[config.mk]
export PLATFORM = sky130hd
export DESIGN_NAME = mvutop
export DESIGN_NICKNAME = d
export VERILOG_FILES = /design/src/mvu_pkg.sv /design/src/mvu_agu.sv /design/src/mvu_controller.sv /design/src/mvu_mem.sv /design/src/mvu_shiftreg.sv /design/src/mvu_vvp.sv /design/src/mvutop.sv
export SDC_FILE = /design/constraint.sdc
export NUM_CORES = 2
export LEC_CHECK = 0
export BUFFER_PORTS_ARGS = -buffer_cell sky130_fd_sc_hd__buf_2
export CAP_MARGIN = 40
export CORE_ASPECT_RATIO = 0.8
export CORE_MARGIN = 3
export CORE_UTILIZATION = 50
export CTS_CLUSTER_DIAMETER = 40
export CTS_CLUSTER_SIZE = 24
export DETAILED_ROUTE_END_ITERATION = 10
export GPL_TIMING_DRIVEN = 0
export PLACE_DENSITY = 0.75
export SYNTH_ARGS = -nofsm -noshare
export SYNTH_HDL_FRONTEND = slang
export SYNTH_SLANG_ARGS = --single-unit
[constraint.sdc]
create_clock -name clk -period 23.6 [get_ports clk]
set_input_delay 0 -clock clk [delete_from_list [all_inputs] [get_ports clk]]
set_output_delay 0 -clock clk [all_outputs]
set_load 0.01 [all_outputs]
[src/mvu_pkg.sv]
/*
 * MVU lane package
 * Widths, latencies and the vector and state types that the lane
 * modules share.
 */
package mvu_pkg;

    // Datapath geometry
    localparam int N       = 4;   // Elements per vector word
    localparam int BELEM   = 8;   // Signed element width
    localparam int BACC    = 32;  // Accumulator and result width
    localparam int BADDR   = 6;   // 64-word memories
    localparam int BLENGTH = 6;   // Job length, word count minus one

    // Pipeline latencies
    localparam int MEMRDLATENCY = 1;  // Registered memory read
    localparam int VVPSTAGES    = 1;  // Product register ahead of the accumulator

    // One memory word, N packed elements with element 0 in the low bits
    typedef logic [N*BELEM-1:0] vec_t;

    typedef logic [BADDR-1:0] addr_t;

    typedef logic [BLENGTH-1:0] length_t;

    typedef logic signed [BACC-1:0] acc_t;

    // Controller FSM
    typedef enum logic [1:0] {
        IDLE,
        RUN,
        WAIT_RESULT
    } ctrl_state_t;

endpackage

[src/mvu_agu.sv]
/*
 * MVU address generator
 * Walks a memory from a base address by a fixed stride. The address
 * is formed as base plus a running offset, so a load takes effect on
 * the same edge that captures a new base.
 */
module mvu_agu #(
    parameter int BADDR = mvu_pkg::BADDR
) (
    input  logic             clk,
    input  logic             rst_n,
    input  logic             load,
    input  logic             step,
    input  logic [BADDR-1:0] base,
    input  logic [BADDR-1:0] stride,
    output logic [BADDR-1:0] addr
);

    logic [BADDR-1:0] offset_q;  // Distance walked from base

    always_ff @(posedge clk or negedge rst_n) begin
        if (!rst_n) begin
            offset_q <= '0;
        end else if (load) begin
            offset_q <= '0;                  // Restart at base
        end else if (step) begin
            offset_q <= offset_q + stride;   // Wraps at memory depth
        end
    end

    // Sum wraps modulo 2**BADDR as well
    assign addr = base + offset_q;

endmodule

[src/mvu_controller.sv]
/*
 * MVU lane controller
 * Accepts a job on the start handshake, captures its configuration
 * and counts the run cycles down from the job length. After the run
 * it waits for the result to be taken before accepting the next job.
 */
module mvu_controller (
    input  logic             clk,
    input  logic             rst_n,
    input  logic             start_valid,
    output logic             start_ready,
    input  mvu_pkg::addr_t   wbaseaddr_in,
    input  mvu_pkg::addr_t   ibaseaddr_in,
    input  mvu_pkg::addr_t   wstride_in,
    input  mvu_pkg::addr_t   istride_in,
    input  mvu_pkg::length_t length_in,
    output logic             agu_load,
    output mvu_pkg::addr_t   wbaseaddr,
    output mvu_pkg::addr_t   ibaseaddr,
    output mvu_pkg::addr_t   wstride,
    output mvu_pkg::addr_t   istride,
    output logic             run,
    output logic             run_first,
    output logic             run_last,
    input  logic             result_taken
);

    import mvu_pkg::*;

    ctrl_state_t state;
    length_t     count;    // Run cycles left after this one
    logic        first_q;  // Set for the first run cycle
    logic        accept;

    assign accept      = start_valid && start_ready;
    assign start_ready = (state == IDLE);
    assign agu_load    = accept;  // AGUs restart on the acceptance edge

    assign run       = (state == RUN);
    assign run_first = run && first_q;
    assign run_last  = run && (count == '0);

    always_ff @(posedge clk or negedge rst_n) begin
        if (!rst_n) begin
            state   <= IDLE;
            count   <= '0;
            first_q <= 1'b0;
        end else begin
            first_q <= accept;
            case (state)
                IDLE: begin
                    if (accept) begin
                        state <= RUN;
                        count <= length_in;
                    end
                end
                RUN: begin
                    if (count == '0) begin
                        state <= WAIT_RESULT;
                    end else begin
                        count <= count - 1'b1;
                    end
                end
                WAIT_RESULT: begin
                    if (result_taken) begin
                        state <= IDLE;  // Result left the lane
                    end
                end
                default: state <= IDLE;
            endcase
        end
    end

    // Job parameters, held for the whole job
    always_ff @(posedge clk) begin
        if (accept) begin
            wbaseaddr <= wbaseaddr_in;
            ibaseaddr <= ibaseaddr_in;
            wstride   <= wstride_in;
            istride   <= istride_in;
        end
    end

endmodule

[src/mvu_mem.sv]
/*
 * MVU vector memory
 * Simple dual-port RAM with one synchronous write port and one
 * registered read port. Holds either weight or input-data words.
 */
module mvu_mem #(
    parameter int DEPTH_BITS = mvu_pkg::BADDR,
    parameter int WIDTH      = mvu_pkg::N * mvu_pkg::BELEM
) (
    input  logic                  clk,
    input  logic                  rst_n,
    input  logic                  wr_en,
    input  logic [DEPTH_BITS-1:0] wr_addr,
    input  logic [WIDTH-1:0]      wr_word,
    input  logic [DEPTH_BITS-1:0] rd_addr,
    output logic [WIDTH-1:0]      rd_word
);

    logic [WIDTH-1:0] ram [2**DEPTH_BITS];  // Word array

    always_ff @(posedge clk) begin
        if (wr_en) begin
            ram[wr_addr] <= wr_word;
        end
    end

    // Read data lands one cycle after the address
    always_ff @(posedge clk or negedge rst_n) begin
        if (!rst_n) begin
            rd_word <= '0;
        end else begin
            rd_word <= ram[rd_addr];
        end
    end

endmodule

[src/mvu_shiftreg.sv]
/*
 * Control delay line
 * Re-times a single control bit by DEPTH clock cycles.
 */
module mvu_shiftreg #(
    parameter int DEPTH = 1
) (
    input  logic clk,
    input  logic rst_n,
    input  logic din,
    output logic dout
);

    logic [DEPTH-1:0] chain;

    always_ff @(posedge clk or negedge rst_n) begin
        if (!rst_n) begin
            chain <= '0;
        end else begin
            chain[0] <= din;
            for (int i = 1; i < DEPTH; i++) begin
                chain[i] <= chain[i-1];
            end
        end
    end

    assign dout = chain[DEPTH-1];

endmodule

[src/mvu_vvp.sv]
/*
 * MVU vector dot-product core
 * Multiplies N signed element pairs, registers their sum as the
 * product stage, then accumulates the products of one job. The final
 * sum is held in the result register until the host takes it.
 */
module mvu_vvp #(
    parameter int N = mvu_pkg::N
) (
    input  logic                        clk,
    input  logic                        rst_n,
    input  logic [N*mvu_pkg::BELEM-1:0] wword,
    input  logic [N*mvu_pkg::BELEM-1:0] dword,
    input  logic                        acc_first,
    input  logic                        acc_last,
    output mvu_pkg::acc_t               result,
    output logic                        result_valid,
    input  logic                        result_ready,
    output logic                        result_taken
);

    import mvu_pkg::*;

    acc_t dot;       // Combinational dot product of the input words
    acc_t prod_q;    // Product stage
    acc_t acc_q;     // Running sum
    acc_t sum;
    acc_t result_q;
    logic first_q;
    logic last_q;

    always_comb begin
        logic signed [BELEM-1:0]   w_e;
        logic signed [BELEM-1:0]   d_e;
        logic signed [2*BELEM-1:0] p;
        dot = '0;
        for (int i = 0; i < N; i++) begin
            w_e = wword[i*BELEM +: BELEM];
            d_e = dword[i*BELEM +: BELEM];
            p   = w_e * d_e;
            dot = dot + p;  // Sign-extended into the accumulator width
        end
    end

    // First word of a job restarts the sum
    assign sum = first_q ? prod_q : acc_q + prod_q;

    always_ff @(posedge clk) begin
        prod_q <= dot;
        acc_q  <= sum;           // Free-running between jobs
        if (last_q) begin
            result_q <= sum;
        end
    end

    always_ff @(posedge clk or negedge rst_n) begin
        if (!rst_n) begin
            first_q      <= 1'b0;
            last_q       <= 1'b0;
            result_valid <= 1'b0;
        end else begin
            first_q <= acc_first;  // Follow the product stage
            last_q  <= acc_last;
            if (last_q) begin
                result_valid <= 1'b1;
            end else if (result_taken) begin
                result_valid <= 1'b0;
            end
        end
    end

    assign result_taken = result_valid && result_ready;
    assign result       = result_q;

endmodule

[src/mvutop.sv]
/*
 * MVU lane top level
 * Host-loaded weight and data memories feed a dot-product core. A job
 * walks both memories by base and stride for length+1 words and
 * returns the accumulated signed sum on a valid/ready port.
 */
module mvutop #(
    parameter int N     = mvu_pkg::N,
    parameter int BADDR = mvu_pkg::BADDR
) (
    input  logic                        clk,
    input  logic                        rst_n,
    // Weight memory write
    input  logic                        wrw_en,
    input  logic [BADDR-1:0]            wrw_addr,
    input  logic [N*mvu_pkg::BELEM-1:0] wrw_word,
    // Data memory write
    input  logic                        wrd_en,
    input  logic [BADDR-1:0]            wrd_addr,
    input  logic [N*mvu_pkg::BELEM-1:0] wrd_word,
    // Job start
    input  logic                        start_valid,
    output logic                        start_ready,
    input  logic [BADDR-1:0]            wbaseaddr,
    input  logic [BADDR-1:0]            wstride,
    input  logic [BADDR-1:0]            ibaseaddr,
    input  logic [BADDR-1:0]            istride,
    input  mvu_pkg::length_t            length,
    // Result
    output logic                        result_valid,
    input  logic                        result_ready,
    output mvu_pkg::acc_t               result
);

    import mvu_pkg::*;

    logic                 agu_load;
    logic                 run;
    logic                 run_first;
    logic                 run_last;
    logic                 acc_first;    // run_first aligned with read data
    logic                 acc_last;     // run_last aligned with read data
    logic                 result_taken;
    logic [BADDR-1:0]     wbase_q;
    logic [BADDR-1:0]     ibase_q;
    logic [BADDR-1:0]     wstride_q;
    logic [BADDR-1:0]     istride_q;
    logic [BADDR-1:0]     rdw_addr;
    logic [BADDR-1:0]     rdd_addr;
    logic [N*BELEM-1:0]   rdw_word;
    logic [N*BELEM-1:0]   rdd_word;

    mvu_controller ctrl0 (
        .clk          (clk),
        .rst_n        (rst_n),
        .start_valid  (start_valid),
        .start_ready  (start_ready),
        .wbaseaddr_in (wbaseaddr),
        .ibaseaddr_in (ibaseaddr),
        .wstride_in   (wstride),
        .istride_in   (istride),
        .length_in    (length),
        .agu_load     (agu_load),
        .wbaseaddr    (wbase_q),
        .ibaseaddr    (ibase_q),
        .wstride      (wstride_q),
        .istride      (istride_q),
        .run          (run),
        .run_first    (run_first),
        .run_last     (run_last),
        .result_taken (result_taken)
    );

    mvu_agu #(.BADDR(BADDR)) wagu0 (
        .clk    (clk),
        .rst_n  (rst_n),
        .load   (agu_load),
        .step   (run),
        .base   (wbase_q),
        .stride (wstride_q),
        .addr   (rdw_addr)
    );

    mvu_agu #(.BADDR(BADDR)) iagu0 (
        .clk    (clk),
        .rst_n  (rst_n),
        .load   (agu_load),
        .step   (run),
        .base   (ibase_q),
        .stride (istride_q),
        .addr   (rdd_addr)
    );

    mvu_mem #(.DEPTH_BITS(BADDR), .WIDTH(N*BELEM)) wmem0 (
        .clk     (clk),
        .rst_n   (rst_n),
        .wr_en   (wrw_en),
        .wr_addr (wrw_addr),
        .wr_word (wrw_word),
        .rd_addr (rdw_addr),
        .rd_word (rdw_word)
    );

    mvu_mem #(.DEPTH_BITS(BADDR), .WIDTH(N*BELEM)) dmem0 (
        .clk     (clk),
        .rst_n   (rst_n),
        .wr_en   (wrd_en),
        .wr_addr (wrd_addr),
        .wr_word (wrd_word),
        .rd_addr (rdd_addr),
        .rd_word (rdd_word)
    );

    // Match the memory read latency
    mvu_shiftreg #(.DEPTH(MEMRDLATENCY)) first_dly0 (
        .clk   (clk),
        .rst_n (rst_n),
        .din   (run_first),
        .dout  (acc_first)
    );

    mvu_shiftreg #(.DEPTH(MEMRDLATENCY)) last_dly0 (
        .clk   (clk),
        .rst_n (rst_n),
        .din   (run_last),
        .dout  (acc_last)
    );

    mvu_vvp #(.N(N)) vvp0 (
        .clk          (clk),
        .rst_n        (rst_n),
        .wword        (rdw_word),
        .dword        (rdd_word),
        .acc_first    (acc_first),
        .acc_last     (acc_last),
        .result       (result),
        .result_valid (result_valid),
        .result_ready (result_ready),
        .result_taken (result_taken)
    );

endmodule

==> impl_results.md <==
- Global route overflow: 0
- Post-route ant nets: 0
- DP Area: 189,000 sq um
- Detail Placement HPWL: between 300,000 and 400,000 microns
- Core Region: between 300,000 and 400,000 sq um
- RSZ-0062 raised after global routing: no
- Fmax: 91.3 MHz
- First-pass GRT wire length: 668,000 microns
- Fin cells: 14,100
- H-tree levels: 5
- Crit Path Max Fanout: 8
- Ys Warns: 0
- Number of vias per cell: approximately 6.4
- WL final: 466,000 microns
- Minimum clock period: 10.96 ns
- Unique masters post-synth: 65
- WHS: 0.0542 ns
- Largest net degree at the start of global routing: 56
- Wire length per cell: approximately 33 microns
- Post-route DRC: 0
- Slew Viols, Final: 0
- Final Cell Area: 205,000 sq um
- Post-Syn Area: between 150,000 and 200,000 sq um
- Async set-reset flop share out of synthesis: between 2 and 2.5%
- CP arrival: roughly 12 ns
- GP Congestion: 0.850
- Setup CP Type: reg2reg
- Max-slew headroom: 29.1%
- Critical Path RT: 24.33 ns
- Synthesized flop and latch total: 4,306
- Total of max-cap violations: 0
- Share of cells above drive strength 1: 29.0%
- Post-synthesis instance total: 8,041
- Storage element area: between 100,000 and 150,000 sq um
- Final setup skew: 0.131 ns
- Fillers: 23,600
- Avg Cell Area, Syn: 21.9 sq um
- Final setup viols: 0
- Busiest grt layer: met2
- Clock slew at reported path FFs: 0.08 ns
- Initial antenna violation count: 47
- Final setup TNS: 0 ns
- Fin nets: 9,632
- CP Capture Type: flip-flop
- Setup bufs post-CTS: 0
- Vias post-DR: 89,500
- Sink Count: 4,306
- Worst-Margin Slew: 1.06 ns
- Final Hold Fails: 0
- Met2 Track Usage GR: about two fifths
- Dpl cells: 13,100
- IO buf count: 138
- Rows: 194
- Leakage: 67.1 nW
- Met1 usage: 37.0%
- CP max stage cell: nor3_1
- Clock Tree Buf Depth: 4
- CTS Buf Count: 403
- Outcome: finished clean
- Commonest non-fill, non-tap cells in the layout: 4,152 x edfxtp_1, 1,280 x mux4_2, 408 x clkbuf_16
- Final period util: 46.4%
- Power Density: approximately 96 nW/um^2
- Post-Syn Nets: 8,655
- Die Span Y: 537 microns
- CP most frequent cell: fa_1
- Vias in the first global route: 90,700
- Register area share after synthesis: 72.8%
- Number of I/O pins: 146
- Crit path largest cell delay: between 0.7 and 0.8 ns
- Multi-input gate area: 45,600 sq um
- Initial Util: 50.3%
- Gr usage total: 26.0%
- Main synth FF type: edfxtp_1
- Worst vdd ir: 0.388 mV
- Met3 usage: 7.38%
- Clock latency on the worst-skew pair: 1.01 ns
- Pwr Total: about 20 mW
- Area Growth Syn to Fin: 16.3%
- CTS tree: built
- Commonest non-fill, non-tap cell in the layout: edfxtp_1
- Total die area: 359,000 sq um
- Number of flops mapped to enable cells by yosys: 4,152
- Startpoint class of the critical path: flip-flop
- Hold crit path type: in2reg
- Width of the die: 669 microns
- Root buffer cell: clkbuf_16
- Pre-antenna DRT Iters: 6
- Initial DRC Count: 14,600
## metrics by stage
step | setup slack (ns) | util (%)
after floorplan | 13.80 | -
after global placement | 12.75 | 52.2
after detailed placement | 12.72 | 53.9
after CTS | 12.65 | 58.5
after global routing | 11.93 | 58.5
final | 12.64 | 58.5
## Yosys cell counts (3+ instances only)
library cell  count  area share (%)
buf_1            25           0.053
and2_1          133            0.47
dfxtp_1          64            0.73
o21bai_1         12           0.051
nor3b_1           4           0.017
nor2b_1          79            0.28
dfrtp_1          90             1.3
buf_6            21            0.13
a211oi_1         79            0.34
or3_1             6           0.021
o211ai_1          9           0.038
nand3b_1          8           0.034
xor2_1           30            0.15
and3_1            7           0.025
inv_1           402            0.86
a221o_1           3           0.017
nand2b_1         25           0.089
a21oi_1         127            0.36
nand3_1          18           0.051
fa_1            327             3.7
a21o_1           26            0.11
clkbuf_1        172            0.37
o21ai_1           6           0.017
a211o_1           4           0.020
a31oi_1           4           0.014
mux4_2         1280              16
nand2_1         169            0.36
o21a_1            8           0.034
ha_1            175             1.2
edfxtp_1       4152              71
a2111oi_0         4           0.020
nor4bb_1          3           0.017
xnor2_1          51            0.25
nor3_1           15           0.043
buf_4            14           0.060
o31ai_1           6           0.026
buf_2           118            0.34
nand4_1           7           0.025
or4_1             3           0.013
mux2i_1          66            0.38
o22ai_1           9           0.032
nor2_1          190            0.41
o21ai_0          64            0.18
## what timing repair did
action / in CTS / in global routing
resized for setup: 0 / 0
hold endpoints to repair: 4356 / 23
setup endpoints to repair: 0 / 0
hold buffers: 148 / 1
## state kept, by name (all words and copies together) (netlist names), 32 cells and up
register,flops
vvp0.acc_q,32
vvp0.prod_q,32
wmem0.ram,2048
vvp0.result,32
dmem0.rd_word,32
wmem0.rd_word,32
dmem0.ram,2048
## logic make-up after synthesis
| kind of cell | share of synthesized area (%) |
|---|---|
| mux | 16.8 |
| fa+ha+maj | 4.96 |
| simple gates | 1.89 |
| flops | 72.8 |
| xor+xnor | 0.403 |
| compound gates | 1.35 |
| buf+inv | 1.81 |
## where the power goes
group / internal (mW) / switching (mW) / leakage [nW]
sequential: 8.60 / 0.0421 / 38.9
clock: 3.76 / 3.19 / 6.94
combinational: 1.59 / 2.39 / 21.2
## worst paths after layout
check | from | to | slack (ns) | cells after the start
worst max-delay path | wmem0.rd_word[5]$_DFF_PN0_ | vvp0.prod_q[23]$_DFF_P_ | 12.64 | 36
worst min-delay path | wrw_word[30] | wmem0.ram[52][30]$_DFFE_PP_ | 0.05 | 2
worst max register to register | wmem0.rd_word[5]$_DFF_PN0_ | vvp0.prod_q[23]$_DFF_P_ | 12.64 | 36
worst min register to register | last_dly0.dout$_DFF_PN0_ | vvp0.last_q$_DFF_PN0_ | 0.35 | 0
max in group asynchronous | rst_n | vvp0.last_q$_DFF_PN0_ | 22.90 | 4
min in group asynchronous | rst_n | wmem0.rd_word[2]$_DFF_PN0_ | 0.29 | 4
## per-layer routing
layer,share of wire (%),routed length (microns)
met5,0.022,102
met4,3.9,18100
met3,14,65400
met2,45,212000
met1,37,171000
## critical path: cells and delay by family (launching register included)
family	cells	cell delay [ns]
compound gates	9	1.98
simple gates	6	1.56
fa+ha+maj	14	6.25
flops	1	0.52
buf+inv	7	0.48
## layout make-up
| class | count | share of cell area, % |
|---|---|---|
| repair buffers | 572 | 3.60 |
| well taps | 4704 | 2.87 |
| clock inverters | 323 | 1.99 |
| diodes | 17 | 0.0208 |
| multi-input cells | 2982 | 22.3 |
| plain buffers | 350 | 0.818 |
| clock buffers | 431 | 5.05 |
| inverters | 403 | 0.739 |
| flip-flops and latches | 4306 | 62.6 |
(Power assumes the default switching activity.)
